$ cat config.mk
export PLATFORM = sky130hd
export DESIGN_NAME = hci_queues_top
export DESIGN_NICKNAME = d
export VERILOG_FILES = /design/src/rtl/hci_pkg.sv /design/src/rtl/hci_cmd_assembler.sv /design/src/rtl/hci_csr_ctrl.sv /design/src/rtl/hci_queues_top.sv /design/src/rtl/hci_sync_fifo.sv
export VERILOG_INCLUDE_DIRS = /design/src /design/src/include
export SDC_FILE = /design/constraint.sdc
export NUM_CORES = 1
export LEC_CHECK = 0
export BUFFER_PORTS_ARGS = -buffer_cell sky130_fd_sc_hd__buf_2
export CORE_MARGIN = 5
export CORE_UTILIZATION = 55
export CTS_BUF_LIST = sky130_fd_sc_hd__clkbuf_4 sky130_fd_sc_hd__clkbuf_8
export DETAILED_ROUTE_END_ITERATION = 8
export PLACE_DENSITY = 0.73
export SLEW_MARGIN = 20
export SYNTH_ARGS = -nofsm -noshare
export SYNTH_HDL_FRONTEND = slang
export SYNTH_HIERARCHICAL = 1
export SYNTH_SLANG_ARGS = --single-unit
$ cat constraint.sdc
create_clock -name hclk_i -period 17.03 [get_ports hclk_i]
set_input_delay 0.8515 -clock hclk_i [delete_from_list [all_inputs] [get_ports hclk_i]]
set_output_delay 0.8515 -clock hclk_i [all_outputs]
set_load 0.01 [all_outputs]
$ cat src/include/hci_config.svh
// CSR map, field positions and queue sizes; CSR addresses are byte addresses on a 32-bit word port
`ifndef HCI_CONFIG_SVH
`define HCI_CONFIG_SVH

`define HCI_CSR_ADDR_W  5
`define HCI_CSR_DATA_W  32
`define HCI_CMD_DESC_W  64
`define HCI_RESP_DESC_W 32

`define HCI_CMD_DEPTH   8
`define HCI_RESP_DEPTH  8
`define HCI_THLD_W      8
`define HCI_THLD_RESET  1

// Word-aligned register offsets
`define HCI_ADDR_CMD_PORT    5'h00
`define HCI_ADDR_RESP_PORT   5'h04
`define HCI_ADDR_THLD_CTRL   5'h08
`define HCI_ADDR_QUEUE_STAT  5'h0C
`define HCI_ADDR_RESET_CTRL  5'h10

`define HCI_THLD_CMD_LSB        0
`define HCI_THLD_RESP_LSB       8
`define HCI_STAT_CMD_DEPTH_LSB  0
`define HCI_STAT_RESP_DEPTH_LSB 8
`define HCI_STAT_CMD_EMPTY      16
`define HCI_STAT_CMD_FULL       17
`define HCI_STAT_RESP_EMPTY     18
`define HCI_STAT_RESP_FULL      19
`define HCI_RST_CMD_QUEUE       1
`define HCI_RST_RESP_QUEUE      2

`endif

$ cat src/rtl/hci_pkg.sv
// Shared types for the queue block; all widths derive from the config header macros
`include "hci_config.svh"

package hci_pkg;

  // CSR port
  typedef logic [`HCI_CSR_ADDR_W-1:0] csr_addr_t;
  typedef logic [`HCI_CSR_DATA_W-1:0] csr_data_t;

  // Command descriptor is sent as two CSR words, low word first
  typedef logic [`HCI_CMD_DESC_W-1:0] cmd_desc_t;

  // Response descriptor fits one CSR word
  typedef logic [`HCI_RESP_DESC_W-1:0] resp_desc_t;

  // Ready threshold, zero disables the trigger
  typedef logic [`HCI_THLD_W-1:0] thld_t;

  // Occupancy counts, wide enough to hold a full queue
  typedef logic [$clog2(`HCI_CMD_DEPTH + 1)-1:0] cmd_depth_t;
  typedef logic [$clog2(`HCI_RESP_DEPTH + 1)-1:0] resp_depth_t;

endpackage

$ cat src/rtl/hci_cmd_assembler.sv
// Low word arrives first; a second word that meets a full command FIFO is dropped with its pair
`timescale 1ns/1ps
`include "hci_config.svh"

module hci_cmd_assembler (
  input  logic                hclk_i,
  input  logic                rst_n_i,
  input  logic                word_wr_i,
  input  hci_pkg::csr_data_t  word_i,
  input  logic                flush_i,
  input  logic                fifo_full_i,
  output logic                push_o,
  output hci_pkg::cmd_desc_t  desc_o,
  output logic                drop_o
);

  hci_pkg::csr_data_t low_q;
  logic               hi_next_q;
  logic               hi_word;

  // Second word of the pair completes the descriptor
  assign hi_word = word_wr_i & hi_next_q;

  always_ff @(posedge hclk_i) begin
    if (!rst_n_i) begin
      hi_next_q <= 1'b0;
    end else if (flush_i) begin
      hi_next_q <= 1'b0;
    end else if (word_wr_i) begin
      // Toggles on every word, also when the pair is dropped
      hi_next_q <= ~hi_next_q;
    end
  end

  always_ff @(posedge hclk_i) begin
    if (word_wr_i && !hi_next_q) begin
      low_q <= word_i;
    end
  end

  // Descriptor goes straight into the FIFO in the same cycle
  assign desc_o = {word_i, low_q};
  assign push_o = hi_word & ~fifo_full_i;
  assign drop_o = hi_word & fifo_full_i;

endmodule

$ cat src/rtl/hci_csr_ctrl.sv
// One request in flight; every ack comes exactly one cycle after its request and RESET_CTRL reads 0
`timescale 1ns/1ps
`include "hci_config.svh"

module hci_csr_ctrl (
  input  logic                 hclk_i,
  input  logic                 rst_n_i,
  input  logic                 csr_req_i,
  input  logic                 csr_req_is_wr_i,
  input  hci_pkg::csr_addr_t   csr_addr_i,
  input  hci_pkg::csr_data_t   csr_wr_data_i,
  output logic                 csr_rd_ack_o,
  output logic                 csr_rd_err_o,
  output hci_pkg::csr_data_t   csr_rd_data_o,
  output logic                 csr_wr_ack_o,
  output logic                 csr_wr_err_o,
  input  logic                 cmd_drop_i,
  input  hci_pkg::cmd_depth_t  cmd_depth_i,
  input  logic                 cmd_empty_i,
  input  logic                 cmd_full_i,
  input  hci_pkg::resp_desc_t  resp_rdata_i,
  input  hci_pkg::resp_depth_t resp_depth_i,
  input  logic                 resp_empty_i,
  input  logic                 resp_full_i,
  output logic                 cmd_word_wr_o,
  output hci_pkg::csr_data_t   cmd_word_o,
  output logic                 resp_pop_o,
  output logic                 cmd_flush_o,
  output logic                 resp_flush_o,
  output logic                 cmd_thld_trig_o,
  output logic                 resp_thld_trig_o
);

  logic               rd_req;
  logic               wr_req;
  logic               rd_err_d;
  logic               wr_err_d;
  hci_pkg::csr_data_t rd_data_d;
  hci_pkg::thld_t     cmd_thld_q;
  hci_pkg::thld_t     resp_thld_q;
  logic               thld_we;
  logic               rst_we;

  assign rd_req  = csr_req_i & ~csr_req_is_wr_i;
  assign wr_req  = csr_req_i & csr_req_is_wr_i;
  assign thld_we = wr_req & (csr_addr_i == `HCI_ADDR_THLD_CTRL);
  assign rst_we  = wr_req & (csr_addr_i == `HCI_ADDR_RESET_CTRL);

  // Queue side strobes act in the request cycle
  assign cmd_word_wr_o = wr_req & (csr_addr_i == `HCI_ADDR_CMD_PORT);
  assign cmd_word_o    = csr_wr_data_i;
  assign resp_pop_o    = rd_req & (csr_addr_i == `HCI_ADDR_RESP_PORT) & ~resp_empty_i;

  // Read decode
  always_comb begin
    rd_data_d = '0;
    rd_err_d  = 1'b0;
    case (csr_addr_i)
      `HCI_ADDR_RESP_PORT: begin
        if (resp_empty_i) begin
          rd_err_d = 1'b1;
        end else begin
          rd_data_d = resp_rdata_i;
        end
      end
      `HCI_ADDR_THLD_CTRL: begin
        rd_data_d[`HCI_THLD_CMD_LSB +: `HCI_THLD_W]  = cmd_thld_q;
        rd_data_d[`HCI_THLD_RESP_LSB +: `HCI_THLD_W] = resp_thld_q;
      end
      `HCI_ADDR_QUEUE_STAT: begin
        rd_data_d[`HCI_STAT_CMD_DEPTH_LSB +: $bits(cmd_depth_i)]   = cmd_depth_i;
        rd_data_d[`HCI_STAT_RESP_DEPTH_LSB +: $bits(resp_depth_i)] = resp_depth_i;
        rd_data_d[`HCI_STAT_CMD_EMPTY]  = cmd_empty_i;
        rd_data_d[`HCI_STAT_CMD_FULL]   = cmd_full_i;
        rd_data_d[`HCI_STAT_RESP_EMPTY] = resp_empty_i;
        rd_data_d[`HCI_STAT_RESP_FULL]  = resp_full_i;
      end
      `HCI_ADDR_RESET_CTRL: rd_data_d = '0;
      default: rd_err_d = 1'b1;
    endcase
  end

  // Write decode; a dropped descriptor fails its second word
  always_comb begin
    case (csr_addr_i)
      `HCI_ADDR_CMD_PORT:   wr_err_d = cmd_drop_i;
      `HCI_ADDR_THLD_CTRL:  wr_err_d = 1'b0;
      `HCI_ADDR_RESET_CTRL: wr_err_d = 1'b0;
      default:              wr_err_d = 1'b1;
    endcase
  end

  always_ff @(posedge hclk_i) begin
    if (!rst_n_i) begin
      csr_rd_ack_o <= 1'b0;
      csr_rd_err_o <= 1'b0;
      csr_wr_ack_o <= 1'b0;
      csr_wr_err_o <= 1'b0;
      cmd_thld_q   <= hci_pkg::thld_t'(`HCI_THLD_RESET);
      resp_thld_q  <= hci_pkg::thld_t'(`HCI_THLD_RESET);
      cmd_flush_o  <= 1'b0;
      resp_flush_o <= 1'b0;
    end else begin
      csr_rd_ack_o <= rd_req;
      csr_rd_err_o <= rd_req & rd_err_d;
      csr_wr_ack_o <= wr_req;
      csr_wr_err_o <= wr_req & wr_err_d;
      if (thld_we) begin
        cmd_thld_q  <= csr_wr_data_i[`HCI_THLD_CMD_LSB +: `HCI_THLD_W];
        resp_thld_q <= csr_wr_data_i[`HCI_THLD_RESP_LSB +: `HCI_THLD_W];
      end
      // Self-clearing, high only during the ack cycle
      cmd_flush_o  <= rst_we & csr_wr_data_i[`HCI_RST_CMD_QUEUE];
      resp_flush_o <= rst_we & csr_wr_data_i[`HCI_RST_RESP_QUEUE];
    end
  end

  always_ff @(posedge hclk_i) begin
    if (rd_req) begin
      csr_rd_data_o <= rd_data_d;
    end
  end

  // Zero threshold disables the trigger
  assign cmd_thld_trig_o  = (cmd_thld_q != '0) &&
                            (hci_pkg::thld_t'(cmd_depth_i) >= cmd_thld_q);
  assign resp_thld_trig_o = (resp_thld_q != '0) &&
                            (hci_pkg::thld_t'(resp_depth_i) >= resp_thld_q);

endmodule

$ cat src/rtl/hci_queues_top.sv
// Command queue feeds the controller FSM and the response queue returns to the host over CSR
`timescale 1ns/1ps
`include "hci_config.svh"

module hci_queues_top (
  input  logic                 hclk_i,
  input  logic                 rst_n_i,
  input  logic                 csr_req_i,
  input  logic                 csr_req_is_wr_i,
  input  hci_pkg::csr_addr_t   csr_addr_i,
  input  hci_pkg::csr_data_t   csr_wr_data_i,
  output logic                 csr_rd_ack_o,
  output logic                 csr_rd_err_o,
  output hci_pkg::csr_data_t   csr_rd_data_o,
  output logic                 csr_wr_ack_o,
  output logic                 csr_wr_err_o,
  output logic                 cmd_rvalid_o,
  input  logic                 cmd_rready_i,
  output hci_pkg::cmd_desc_t   cmd_rdata_o,
  output hci_pkg::cmd_depth_t  cmd_depth_o,
  output logic                 cmd_empty_o,
  output logic                 cmd_full_o,
  output logic                 cmd_thld_trig_o,
  input  logic                 resp_wvalid_i,
  output logic                 resp_wready_o,
  input  hci_pkg::resp_desc_t  resp_wdata_i,
  output hci_pkg::resp_depth_t resp_depth_o,
  output logic                 resp_empty_o,
  output logic                 resp_full_o,
  output logic                 resp_thld_trig_o
);

  logic                cmd_word_wr;
  hci_pkg::csr_data_t  cmd_word;
  logic                cmd_push;
  hci_pkg::cmd_desc_t  cmd_desc;
  logic                cmd_drop;
  logic                cmd_flush;
  logic                resp_pop;
  logic                resp_flush;
  hci_pkg::resp_desc_t resp_rdata;

  assign cmd_rvalid_o  = ~cmd_empty_o;
  assign resp_wready_o = ~resp_full_o;

  hci_csr_ctrl u_csr_ctrl (
    .hclk_i, .rst_n_i,
    .csr_req_i, .csr_req_is_wr_i, .csr_addr_i, .csr_wr_data_i,
    .csr_rd_ack_o, .csr_rd_err_o, .csr_rd_data_o, .csr_wr_ack_o, .csr_wr_err_o,
    .cmd_drop_i(cmd_drop), .cmd_depth_i(cmd_depth_o),
    .cmd_empty_i(cmd_empty_o), .cmd_full_i(cmd_full_o),
    .resp_rdata_i(resp_rdata), .resp_depth_i(resp_depth_o),
    .resp_empty_i(resp_empty_o), .resp_full_i(resp_full_o),
    .cmd_word_wr_o(cmd_word_wr), .cmd_word_o(cmd_word), .resp_pop_o(resp_pop),
    .cmd_flush_o(cmd_flush), .resp_flush_o(resp_flush),
    .cmd_thld_trig_o, .resp_thld_trig_o
  );

  hci_cmd_assembler u_cmd_assembler (
    .hclk_i, .rst_n_i,
    .word_wr_i(cmd_word_wr), .word_i(cmd_word), .flush_i(cmd_flush),
    .fifo_full_i(cmd_full_o), .push_o(cmd_push), .desc_o(cmd_desc), .drop_o(cmd_drop)
  );

  hci_sync_fifo #(.Depth(`HCI_CMD_DEPTH), .Width(`HCI_CMD_DESC_W)) cmd_fifo (
    .hclk_i, .rst_n_i,
    .flush_i(cmd_flush), .push_i(cmd_push), .wdata_i(cmd_desc),
    .pop_i(cmd_rvalid_o & cmd_rready_i), .rdata_o(cmd_rdata_o),
    .depth_o(cmd_depth_o), .empty_o(cmd_empty_o), .full_o(cmd_full_o)
  );

  hci_sync_fifo #(.Depth(`HCI_RESP_DEPTH), .Width(`HCI_RESP_DESC_W)) resp_fifo (
    .hclk_i, .rst_n_i,
    .flush_i(resp_flush), .push_i(resp_wvalid_i & resp_wready_o), .wdata_i(resp_wdata_i),
    .pop_i(resp_pop), .rdata_o(resp_rdata),
    .depth_o(resp_depth_o), .empty_o(resp_empty_o), .full_o(resp_full_o)
  );

endmodule

$ cat src/rtl/hci_sync_fifo.sv
// Single-clock show-ahead FIFO; a push while full or a pop while empty is dropped and flush wins
`timescale 1ns/1ps
`include "hci_config.svh"

module hci_sync_fifo #(
  parameter int unsigned Depth = `HCI_CMD_DEPTH,
  parameter int unsigned Width = `HCI_CSR_DATA_W,
  localparam int unsigned CntW = $clog2(Depth + 1),
  localparam int unsigned PtrW = (Depth > 1) ? $clog2(Depth) : 1
) (
  input  logic             hclk_i,
  input  logic             rst_n_i,
  input  logic             flush_i,
  input  logic             push_i,
  input  logic [Width-1:0] wdata_i,
  input  logic             pop_i,
  output logic [Width-1:0] rdata_o,
  output logic [CntW-1:0]  depth_o,
  output logic             empty_o,
  output logic             full_o
);

  logic [Width-1:0] mem_q [Depth];
  logic [PtrW-1:0]  rd_ptr_q;
  logic [PtrW-1:0]  wr_ptr_q;
  logic [CntW-1:0]  count_q;
  logic             do_push;
  logic             do_pop;

  // Wraps at Depth so non power of two sizes work
  function automatic logic [PtrW-1:0] ptr_inc(input logic [PtrW-1:0] ptr);
    logic [PtrW-1:0] next;
    if (ptr == PtrW'(Depth - 1)) begin
      next = '0;
    end else begin
      next = ptr + 1'b1;
    end
    return next;
  endfunction

  assign do_push = push_i & ~full_o;
  assign do_pop  = pop_i & ~empty_o;

  always_ff @(posedge hclk_i) begin
    if (do_push) begin
      mem_q[wr_ptr_q] <= wdata_i;
    end
  end

  always_ff @(posedge hclk_i) begin
    if (!rst_n_i) begin
      rd_ptr_q <= '0;
      wr_ptr_q <= '0;
      count_q  <= '0;
    end else if (flush_i) begin
      rd_ptr_q <= '0;
      wr_ptr_q <= '0;
      count_q  <= '0;
    end else begin
      if (do_push) begin
        wr_ptr_q <= ptr_inc(wr_ptr_q);
      end
      if (do_pop) begin
        rd_ptr_q <= ptr_inc(rd_ptr_q);
      end
      case ({do_push, do_pop})
        2'b10:   count_q <= count_q + 1'b1;
        2'b01:   count_q <= count_q - 1'b1;
        default: count_q <= count_q;
      endcase
    end
  end

  // Head entry is visible without a pop
  assign rdata_o = mem_q[rd_ptr_q];
  assign depth_o = count_q;
  assign empty_o = (count_q == '0);
  assign full_o  = (count_q == CntW'(Depth));

endmodule

After elaboration in Yosys (flattened, before gate mapping). Memories as Yosys holds them, arrays and structs flattened. A register that Yosys moved wholly into a read port is not among the register bits. Index checks and enable logic that the tools add are counted.

Memory bits (writable): 768. Memories kept: 2. Register bits after elaboration: 107. Output and inout port bits: 116.

Bitwise logic cells: 28. Multiplexer cells: 23. Equal/unequal tests: 14. Reductions and logical operators: 16. Add/subtract/negate cells: 8. Magnitude comparators: 2.

Memory list: cmd_fifo.mem_q (words 8, bits a word 64, read ports 1, clocked after Yosys merged registers in 1, write ports 1, RTL line hci_sync_fifo.sv:23) `logic [Width-1:0] mem_q [Depth];`; resp_fifo.mem_q (words 8, bits a word 32, read ports 1, clocked after Yosys merged registers in 1, write ports 1, RTL line hci_sync_fifo.sv:23).

Operator list (number): one-hot mux 4 bit (2 select lines) (5); 2-to-1 mux 3 bit (8); one-hot mux 4 bit (3 select lines) (2); bitwise AND 1 bit (20); 2-to-1 mux 20 bit (1); >= comparator 4 x 8 -> 1 bit (2); nonzero test 8 bit (2); adder 3 x 1 -> 3 bit, second input constant (4); equality test 3 bit, second input constant (4); equality test 5 x 4 -> 1 bit, second input constant (2); adder 4 x 1 -> 4 bit, second input constant (2); equality test 4 bit, second input constant (2); logical NOT 4 bit (2); NOT 1 bit (8); OR reduction 2 bit (4); subtractor 4 x 1 -> 4 bit, second input constant (2); equality test 5 x 3 -> 1 bit, second input constant (1); equality test 5 bit, second input constant (1); logical NOT 5 bit (1); 2-to-1 mux 1 bit (5); equality test 2 x 1 -> 1 bit, second input constant (2); equality test 2 bit, second input constant (2); one-hot mux 1 bit (2 select lines) (2); nonzero test 2 bit (2); other kinds (3) (5).

Logic depth before layout (Yosys ltp). Gate-level depths: netlist of the first run.

Word-level depth: 7. Gate-level depth with buffers: 14. Depth with buffers taken out: 12.

By module. The synthesis of the first run kept the hierarchy.

Modules (own cells, without submodules): hci_sync_fifo (cmd_fifo) (cells an instance 821, area an instance 19902.8 µm², seq. area each 15635.0 µm², instances 1); hci_sync_fifo (resp_fifo) (cells an instance 452, area an instance 10319.9 µm², seq. area each 7947.6 µm², instances 1); hci_csr_ctrl (cells an instance 253, area an instance 2751.4 µm², seq. area each 1401.3 µm², instances 1); hci_cmd_assembler (cells an instance 71, area an instance 1266.2 µm², seq. area each 980.9 µm², instances 1); hci_queues_top (cells an instance 4, area an instance 20.0 µm², seq. area each 0.0 µm², instances 1).

Least setup slack after synthesis of the first run. Ideal clock, no wire load.

Path kind: input port to flip-flop. From: in csr_addr_i[1]. To: mem cmd_fifo/mem_q[0][0] in the netlist's numbering (enable). Slack: 7.936 ns. Data required time: 16.386 ns. Setup time: 0.644 ns. Buffers on the path: 2. Data arrival time: 8.450 ns. Stages on the path: 8. Cells stage by stage: or3_1 -> buf_6 -> nor4_1 -> nand2_1 -> nor2_1 -> a21bo_2 -> buf_2 -> nor4_1.

Cells in the longest elaborated chain, start to end: 7.

RTL lines: start: declaration (RTL line hci_queues_top.sv:10) `input hci_pkg::csr_addr_t csr_addr_i,`; logical NOT 5 bit (no line); bitwise AND 1 bit (RTL line hci_csr_ctrl.sv:50) `` assign cmd_word_wr_o = wr_req & (csr_addr_i == `HCI_ADDR_CMD_PORT); ``; net cmd_word_wr (RTL line hci_queues_top.sv:33) `logic cmd_word_wr;`; bitwise AND 1 bit (RTL line hci_cmd_assembler.sv:22) `assign hi_word = word_wr_i & hi_next_q;`; bitwise AND 1 bit (RTL line hci_cmd_assembler.sv:43) `assign push_o = hi_word & ~fifo_full_i;`; net cmd_push (RTL line hci_queues_top.sv:35) `logic cmd_push;`; bitwise AND 1 bit (RTL line hci_sync_fifo.sv:41) `assign do_push = push_i & ~full_o;`; 2-to-1 mux 1 bit (RTL line hci_sync_fifo.sv:45) `if (do_push) begin`; 2-to-1 mux 1 bit (not written as such) (RTL line hci_sync_fifo.sv:46) `mem_q[wr_ptr_q] <= wdata_i;`; end: declaration (RTL line hci_sync_fifo.sv:23).

The timed path passes the listed nets, and every way through them passes these cells.

==> metrics.csv, run 1 <==
metric,value,unit
status,"complete, no violations",
ctsHoldBuffers,0,
slowest_delay,0.99,ns
synthSimpleGateAreaFrac,2.59,%
arrival,3.73,ns
synth_flop_cell,edfxtp_1,
startpoint_type,register,
seq_area_frac_synth,75.8,%
drive_gt1_share,39.9,%
synth.avg_cell_area,21.4,µm²
min_period,4.58,ns
p_sw,0.868,mW
timing.hold.ws,0.332,ns
num-fill-cells,4214,
synth_compound_area_share,1.37,%
skew,0.0537,ns
timing.slew.headroom,22.2,%
grt_overflow,0,
cts_root_buffer,clkbuf_8,
endpoint_kind,output port,
hp-class,in -> reg,
required,16.18,ns
p_clk_share,41.4,%
synth_fa_ha_area_share,0.803,%
ys_types,55,
syn_inst,1601,
syn-cell-area,34300,µm²
num_rows,91,
dp_hpwl,40.0,mm
gp_congestion,0.772,
comb_power_share,2.0,%
dieArea,67400,µm²
final-hold-violation-count,0,
ctsResizeCount,0,
synth_mux_area_share,16.3,%
fp.dieW,260,µm
switching_share,20.6,%
crit_fanout,46,
antenna_found_initial,13,
p_seq_share,56.6,%
yosysWarnings,6,
port_buffers,190,
start_util,55.5,%
vias,16400,
cts_buffer_depth,3,
cp_cell_sequence,"buf_4, mux4_2, mux2_2, buf_2",
finalCritPeriodShare,26.9,%
antenna_left,0,
die_y,260,µm
grt_max_degree,68,
maxSlewViolCount,0,
vias_per_cell,5.90,
clkLatencyLatePin,0.79,ns
synth_top_family_by_area,multiplexers,
ys_ff_latch,881,
cts.clk_slew.worst_paths,0.06,ns
finalSetupViolCount,0,
syn_to_final_growth,12.3,%
cp_slowest_cell,dfxtp_4,
grt_pass1_wl,107,mm
grt_usage,21.5,%
cts_tree,built,
synthXorXnorAreaFrac,0.179,%
synth_edf_count,832,
power.internal,3.35,mW
cts_buffers,140,
drc,0,
power.density,110,nW/µm²
cap_violations,0,
leakagePower,12.5,nW
synth_nets,1698,
cts_max_level,4,
cts_setup_buffers,0,
wirelength,71.6,mm
finalSetupTns,0,ns
design.core.area,61700,µm²
max-vdd-ir-drop,95.2,µV
io_pins,191,
synth_async_sr_flop_share,0,%
drt_first_pass_iters,7,
wl_per_cell,25.8,µm
final_nets,1919,
setup.worst_path.class,reg -> out,
rsz0062_at_grt,false,
fmax,218,MHz
cts_num_sinks,881,
drt_iter0_markers,1293,
worst_pin_slew,1.17,ns
grt_pass1_vias,17100,
metrics by stage:
| stage | instances | utilization [%] | power, mW | area [µm²] | setup WS (ns) |
|---|---|---|---|---|---|
| after floorplan | 1601 | - | 2.48 | 34300 | 7.94 |
| after global placement | 2516 | 57.8 | 2.51 | 35700 | 12.76 |
| after detailed placement | 2516 | 57.8 | 2.51 | 35700 | 12.64 |
| after CTS | 2767 | 62.3 | 4.25 | 38400 | 12.22 |
| after global routing | 2773 | 62.3 | 4.37 | 38500 | 12.07 |
| final | 2773 | 62.3 | 4.21 | 38500 | 12.45 |
critical path, delay by kind of cell (launching register included):
family | cells | cell delay [ns]
multiplexers | 2 | 0.91
flip-flops | 1 | 0.99
buffers and inverters | 2 | 1.00
final timing paths:
path	slack (ns)	cells after the start	end	from
worst min register to register	0.43	1	u_cmd_assembler/hi_next_q	u_csr_ctrl/cmd_flush_o
worst max-delay path	12.45	4	cmd_rdata_o[47]	register
worst max register to register	13.76	14	resp_fifo/depth_o[2]	resp_fifo/depth_o[1]
worst min-delay path	0.33	1	resp_fifo/mem_q[3][18]	resp_wdata_i[18]
cell usage after synthesis, drive strengths merged (5+ instances only):
library cell / count / area share (%)
dfxtp: 49 / 2.9
nor4: 9 / 0.16
a21oi: 19 / 0.28
and3: 21 / 0.39
mux2i: 18 / 0.53
nor2: 30 / 0.34
nand2: 46 / 0.50
ha: 22 / 0.80
nor2b: 5 / 0.091
buf: 119 / 2.5
or3: 5 / 0.091
a221o: 7 / 0.23
edfxtp: 832 / 73
nand2b: 8 / 0.15
mux4: 192 / 13
o41ai: 5 / 0.17
nor3: 14 / 0.24
nor3b: 5 / 0.14
a22o: 8 / 0.20
inv: 17 / 0.19
xor2: 6 / 0.15
o21ai: 7 / 0.10
mux2: 96 / 3.2
clkbuf: 22 / 0.25
metal layers:
layer  vias up  track usage [%]  wire length (µm)
li1       6997                -                 -
met4        12             6.25              1240
met2       633             34.9             36200
met1      8609             29.0             28400
met3       118             6.06              5640
met5         -                0                76
layout by cell type, fill, tap and decap left out, types with 6 or more instances in the layout:
cell,count
and3_1,20
o21ai_0,7
edfxtp_1,832
nor2_4,7
mux2i_1,18
inv_1,17
mux4_2,192
clkbuf_4,46
a22o_1,8
mux2_2,96
a221o_2,7
ha_1,22
a21oi_1,19
dfxtp_1,43
clkbuf_8,151
clkinv_2,9
nor3_2,8
nand2b_1,8
clkinv_1,31
xor2_1,6
nor2_1,23
buf_4,28
nand2_1,46
nor4_1,7
buf_2,190
logic make-up (layout without fill, tap and decap cells):
family | count (synthesis) | count (layout)
multiplexers | 306 | 306
AND/OR/NAND/NOR | 165 | 165
XOR/XNOR | 7 | 7
flip-flops | 881 | 881
AO/OA/AOI/OAI | 62 | 62
adder cells (fa/ha/maj) | 22 | 22
buffers and inverters | 158 | 488
other | 0 | 5
sequential cells by signal, indices dropped and copies added (netlist names), 3 cells and up, named ones only:
| signal | cells |
|---|---|
| cmd_fifo/mem_q | 512 |
| resp_fifo/mem_q | 256 |
| u_cmd_assembler/low_q | 32 |
| u_csr_ctrl/csr_rd_data_o | 32 |
| u_csr_ctrl/cmd_thld_q | 8 |
| u_csr_ctrl/resp_thld_q | 8 |
| cmd_fifo/depth_o | 4 |
| resp_fifo/depth_o | 4 |
| cmd_fifo/rd_ptr_q | 3 |
| cmd_fifo/wr_ptr_q | 3 |
| resp_fifo/rd_ptr_q | 3 |
| resp_fifo/wr_ptr_q | 3 |
final cells by class:
cell class	count	area, µm²	share of cell area, %
clock buffer	197	2420	6.30
tap	837	1050	2.72
clock inverter	54	343	0.891
multi-input combinational	562	7400	19.2
timing repair buffer	220	1190	3.10
inverter	17	63.8	0.166
sequential	881	26000	67.6
antenna	5	12.5	0.0325
power groups by stage:
stage | Clock, mW | Combinational [mW] | Sequential [mW]
final | 1.75 | 0.0832 | 2.38
after global routing | 1.90 | 0.0897 | 2.38
after CTS | 1.79 | 0.0832 | 2.38
after detailed placement | 0 | 0.0830 | 2.43
after global placement | 0 | 0.0799 | 2.43
after floorplan | 0 | 0.0488 | 2.43
Note: power is estimated with default switching activity, not from simulation.
==> inputs of run 2 (changes only) <==
Settings changed: PLACE_DENSITY 0.73 to 0.76.
Clock period 17.03 ns to 4.13 ns, I/O delays scaled along.
==> run 2 against run 1 <==
  * First-iteration DRC count up 28%
  * Final cell count up 3.1%
  * Via count up 2.3%
  * Critical endpoint is now cmd_rdata_o[9]
  * Combinational power rose to 4.9 times the previous value
  * Largest cell class unchanged
  * Worst setup slack worse by 12 ns
==> metrics.csv, run 2 (synthesis results as in run 1) <==
metric,value,unit,change
status,"complete, no violations",,
cp_slowest_cell,dfxtp_4,,
timing.hold.ws,0.225,ns,-0.107 ns
hp-class,in -> reg,,
cts_buffers,141,,+0.71%
leakagePower,12.9,nW,+3.4%
fin_ws,0.831,ns,-11.62 ns
arrival,3.09,ns,-0.64 ns
skew,0.0546,ns,+0.000882 ns
switching_share,20.6,%,about the same
antenna_left,0,,unchanged
dieArea,67400,µm²,unchanged
finalSetupViolCount,0,,unchanged
start_util,55.5,%,unchanged
vias,16700,,+2.3%
required,3.92,ns,-12.26 ns
drt_first_pass_iters,5,,-2
top_regs,"cmd_fifo/mem_q x512, resp_fifo/mem_q x256",,
vias_per_cell,5.85,,-0.83%
max-vdd-ir-drop,391,µV,+310%
fmax,303,MHz,
port_buffers,190,,unchanged
syn_to_final_growth,15.3,%,
final_cell_mix,"edfxtp_1 (832), mux4_2 (192), buf_2 (190), clkbuf_8 (144), mux2_2 (96)",,
worst-path-buf-inv,2,,unchanged
cts_tree,built,,
comb_power_share,2.3,%,+0.3 points
crit_fanout,30,,-35%
cts_root_buffer,clkbuf_8,,
fp.dieW,260,µm,unchanged
wirelength,72.8,mm,+1.7%
finalCritPeriodShare,79.9,%,
cts.clk_slew.worst_paths,0.06,ns,about the same
rsz0062_at_grt,false,,
drt_iter0_markers,1653,,+28%
num_rows,91,,unchanged
drive_gt1_share,39.2,%,-0.65 points
die_y,260,µm,unchanged
place_area,35900,µm²,+0.74%
layout_commonest_cell,edfxtp_1,,
largest_register_ffs,512,,unchanged
final_nets,2009,,+4.7%
antenna_found_initial,10,,-3
endpoint_kind,output port,,
maxSlewViolCount,0,,unchanged
cts_buffer_depth,3,,unchanged
timing.slew.headroom,25.7,%,+3.5 points
wl_per_cell,25.5,µm,-1.4%
grt_pass1_wl,110,mm,+2.3%
grt_usage,21.9,%,+0.39 points
gp_congestion,0.839,,+8.6%
power.density,445,nW/µm²,+310%
grt_overflow,0,,unchanged
cts_num_sinks,881,,unchanged
io_pins,191,,unchanged
ctsHoldBuffers,79,,+79
p_seq_share,56.0,%,-0.6 points
cts_setup_buffers,0,,unchanged
total_power,17.6,mW,+320%
drc,0,,unchanged
cts_max_level,4,,unchanged
design.core.area,61700,µm²,unchanged
power.internal,14.0,mW,+320%
p_clk_share,41.7,%,+0.3 points
final-hold-violation-count,0,,unchanged
setup.worst_path.class,reg -> out,,
slowest_delay,0.77,ns,-0.22 ns
grt_pass1_vias,17500,,+2.5%
worst_pin_slew,1.11,ns,-0.0542 ns
clkLatencyLatePin,0.79,ns,about the same
startpoint_type,register,,
critical-path-top-delay-family,multiplexers,,
min_period,3.30,ns,
place_ws,0.748,ns,-11.90 ns
cap_violations,0,,unchanged
grt_max_degree,65,,-4.4%
p_sw,3.62,mW,+320%
ctsResizeCount,0,,unchanged
cp_cell_sequence,"buf_4, mux4_2, mux2_2, buf_2",,
largest_register,cmd_fifo/mem_q,,
dp_hpwl,41.6,mm,+4.0%
final_area,39500,µm²,+2.7%
[run 2: metrics by stage]
stage | utilization (%) | setup TNS [ns] | std cells
5_1_grt | 64.0 | 0 | 2859
4_1_cts | 64.0 | 0 | 2856
6_report | 64.0 | 0 | 2860
2_1_floorplan | - | -167.07 | 1601
3_5_place_dp | 58.2 | 0 | 2527
3_3_place_gp | 58.2 | 0 | 2527
[run 2: power groups by stage]
stage | clock, mW | combinational [mW] | sequential (mW)
after global routing | 7.95 | 0.440 | 9.83
after floorplan | 0 | 0.203 | 10.0
after detailed placement | 0 | 0.346 | 10.0
final | 7.33 | 0.411 | 9.84
after global placement | 0 | 0.332 | 10.0
after CTS | 7.48 | 0.409 | 9.83
[run 2: cell type report]
type,count,area (µm²)
sequential,881,26000
fill,4017,22200
multi-input combinational,562,7450
clock buffer,203,2420
timing repair buffer,309,2170
tap,837,1050
clock inverter,47,373
inverter,17,63.8
antenna,4,10.0
[run 2: per-layer routing]
metal	GRT usage [%]	vias up	wire length [µm]
li1	-	7153	-
met1	29.3	8721	28400
met2	36.0	736	37000
met3	6.09	127	6080
met4	6.08	6	1330
met5	0	-	36
[run 2: path summary, 6_finish.rpt]
check | startpoint | to | slack [ns] | depth (start not counted)
max | register | cmd_rdata_o[9] | 0.83 | 4
min | resp_wdata_i[29] | resp_fifo/mem_q[3][29] | 0.22 | 2
max reg2reg | resp_fifo/depth_o[1] | resp_fifo/depth_o[3] | 1.02 | 9
min reg2reg | u_csr_ctrl/cmd_flush_o | u_cmd_assembler/hi_next_q | 0.45 | 1
==> inputs of run 3 (changes only) <==
Clock period 4.13 ns to 2.75 ns, I/O delays scaled along.
==> run 3 against run 2 <==
  * Clock-buffer cell count down 34
  * Power up 48%
  * Critical endpoint is now cmd_rdata_o[3]
  * Sequential power up 50%
  * Routed wire length up 1.6%
  * Global-route usage up 0.26 points
  * Critical path depth up 1
  * Via count up 2.0%
==> metrics.csv, run 3 (synthesis results as in run 1) <==
metric,value,unit,change
grt_pass1_wl,111,mm,+1.2%
largest_register_ffs,512,,unchanged
wirelength,73.9,mm,+1.6%
drt_first_pass_iters,5,,unchanged
antenna_left,0,,unchanged
required,2.61,ns,-1.31 ns
leakagePower,13.2,nW,+1.9%
clkLatencyLatePin,0.76,ns,-0.03 ns
die_y,260,µm,unchanged
r2r_slack,0.17,ns,-0.85 ns
min_period,2.67,ns,
layout_commonest_cell,edfxtp_1,,
fmax,374,MHz,
port_buffers,190,,unchanged
dp_hpwl,43.3,mm,+4.1%
grt_usage,22.1,%,+0.26 points
maxSlewViolCount,0,,unchanged
final_cell_mix,"edfxtp_1 (832), mux4_2 (192), buf_2 (187), clkbuf_8 (140), mux2_2 (84)",,
skew,0.0357,ns,-0.0189 ns
fin_ws,0.0795,ns,-0.751 ns
total_power,26.0,mW,+48%
finalSetupTns,0,ns,unchanged
cts_root_buffer,clkbuf_8,,
grt_overflow,0,,unchanged
finalSetupViolCount,0,,unchanged
design.core.area,61700,µm²,unchanged
fp.dieW,260,µm,unchanged
crit_fanout,9,,-70%
cts_buffer_depth,3,,unchanged
grt_pass1_vias,17900,,+2.2%
final_cells,2888,,+0.98%
start_util,55.5,%,unchanged
r2r-start,cmd_fifo/depth_o[1],,
status,"complete, no violations",,
post-place-cells,2554,,+1.1%
endpoint_kind,output port,,
vias_per_cell,5.91,,+1.0%
final-hold-violation-count,0,,unchanged
startpoint_type,register,,
io_pins,191,,unchanged
cts_num_sinks,881,,unchanged
drc,0,,unchanged
cts_max_level,4,,unchanged
antenna_found_initial,9,,-1
gp_congestion,0.787,,-6.2%
arrival,2.53,ns,-0.56 ns
largest_register,cmd_fifo/mem_q,,
place_area,36500,µm²,+1.6%
grt_max_degree,65,,unchanged
final_nets,2038,,+1.4%
max-vdd-ir-drop,553,µV,+41%
cts.clk_slew.worst_paths,0.06,ns,about the same
rsz0062_at_grt,true,,
cp-endpoint,cmd_rdata_o[3],,
setup.worst_path.class,reg -> out,,
cts_buffers,135,,-4.3%
vias,17100,,+2.0%
hp-class,in -> reg,,
syn_to_final_growth,17.4,%,
final_area,40200,µm²,+1.8%
worst_pin_slew,0.561,ns,-0.552 ns
place_ws,0.00349,ns,-0.744 ns
wl_per_cell,25.6,µm,+0.57%
num_rows,91,,unchanged
finalCritPeriodShare,97.1,%,
worstReg2RegEnd,cmd_fifo/depth_o[2],,
cts_tree,built,,
dieArea,67400,µm²,unchanged
power.density,646,nW/µm²,+45%
r2r_cells,9,,unchanged
timing.slew.headroom,61.6,%,+36 points
drt_iter0_markers,1734,,+4.9%
drive_gt1_share,40.1,%,+0.83 points
top_regs,"cmd_fifo/mem_q x512, resp_fifo/mem_q x256",,
cap_violations,0,,unchanged
==> run 3: critical path, stage by stage, from the launching register on <==
cell     delay, ns
dfxtp_4       0.38
buf_12        0.20
buf_16        0.16
mux4_2        0.55
mux2_2        0.33
buf_2         0.15
==> run 3: timing repair <==
action,CTS,global route
setup buffers,5,0
hold endpoints to repair,586,0
gates resized for setup,16,12
cloned,2,3
hold buffers,78,0
endpoints found under the setup margin,62,20
==> run 3: metrics by stage <==
step	hold WS, ns	utilization, %
6_report	0.188	65.2
5_1_grt	0.156	65.2
4_1_cts	0.118	65.0
3_5_place_dp	0.409	59.1
3_3_place_gp	0.398	59.1
2_1_floorplan	0.236	-
==> run 3: worst min-delay path by stage <==
stage,end,startpoint,cells past startpoint,slack [ns]
floorplan,resp_fifo/mem_q[0][0],resp_wdata_i[0],0,0.24
global placement,resp_fifo/mem_q[2][21],resp_wdata_i[21],1,0.40
detailed placement,resp_fifo/mem_q[5][16],resp_wdata_i[16],1,0.41
CTS,resp_fifo/mem_q[1][28],resp_wdata_i[28],2,0.12
global route,resp_fifo/mem_q[4][29],resp_wdata_i[29],2,0.16
finish,resp_fifo/mem_q[0][30],resp_wdata_i[30],2,0.19
==> run 3: final cells by class <==
class / count / area [µm²]
Inverter: 17 / 63.8
Sequential cell: 881 / 26000
Fill cell: 3961 / 21500
Clock buffer: 169 / 2140
Multi-Input combinational cell: 562 / 7590
Clock inverter: 74 / 517
Timing Repair Buffer: 344 / 2870
Tap cell: 837 / 1050
Antenna cell: 4 / 10.0
==> run 3: power by group <==
part	internal, mW	total (mW)	leakage, nW	switching, mW
combinational	0.262	0.644	3.84	0.382
sequential	14.7	14.8	7.92	0.0545
clock	5.65	10.6	1.40	4.94
total	20.6	26.0	13.2	5.37
==> run 3: layer usage <==
| metal | share of wire (%) | up-vias | global-route usage [%] |
|---|---|---|---|
| met2 | 50 | 833 | 35.9 |
| met1 | 39 | 8866 | 30.2 |
| met4 | 2.3 | 12 | 7.38 |
| met5 | 0.093 | - | 0 |
| met3 | 8.7 | 126 | 5.15 |
| li1 | - | 7241 | - |
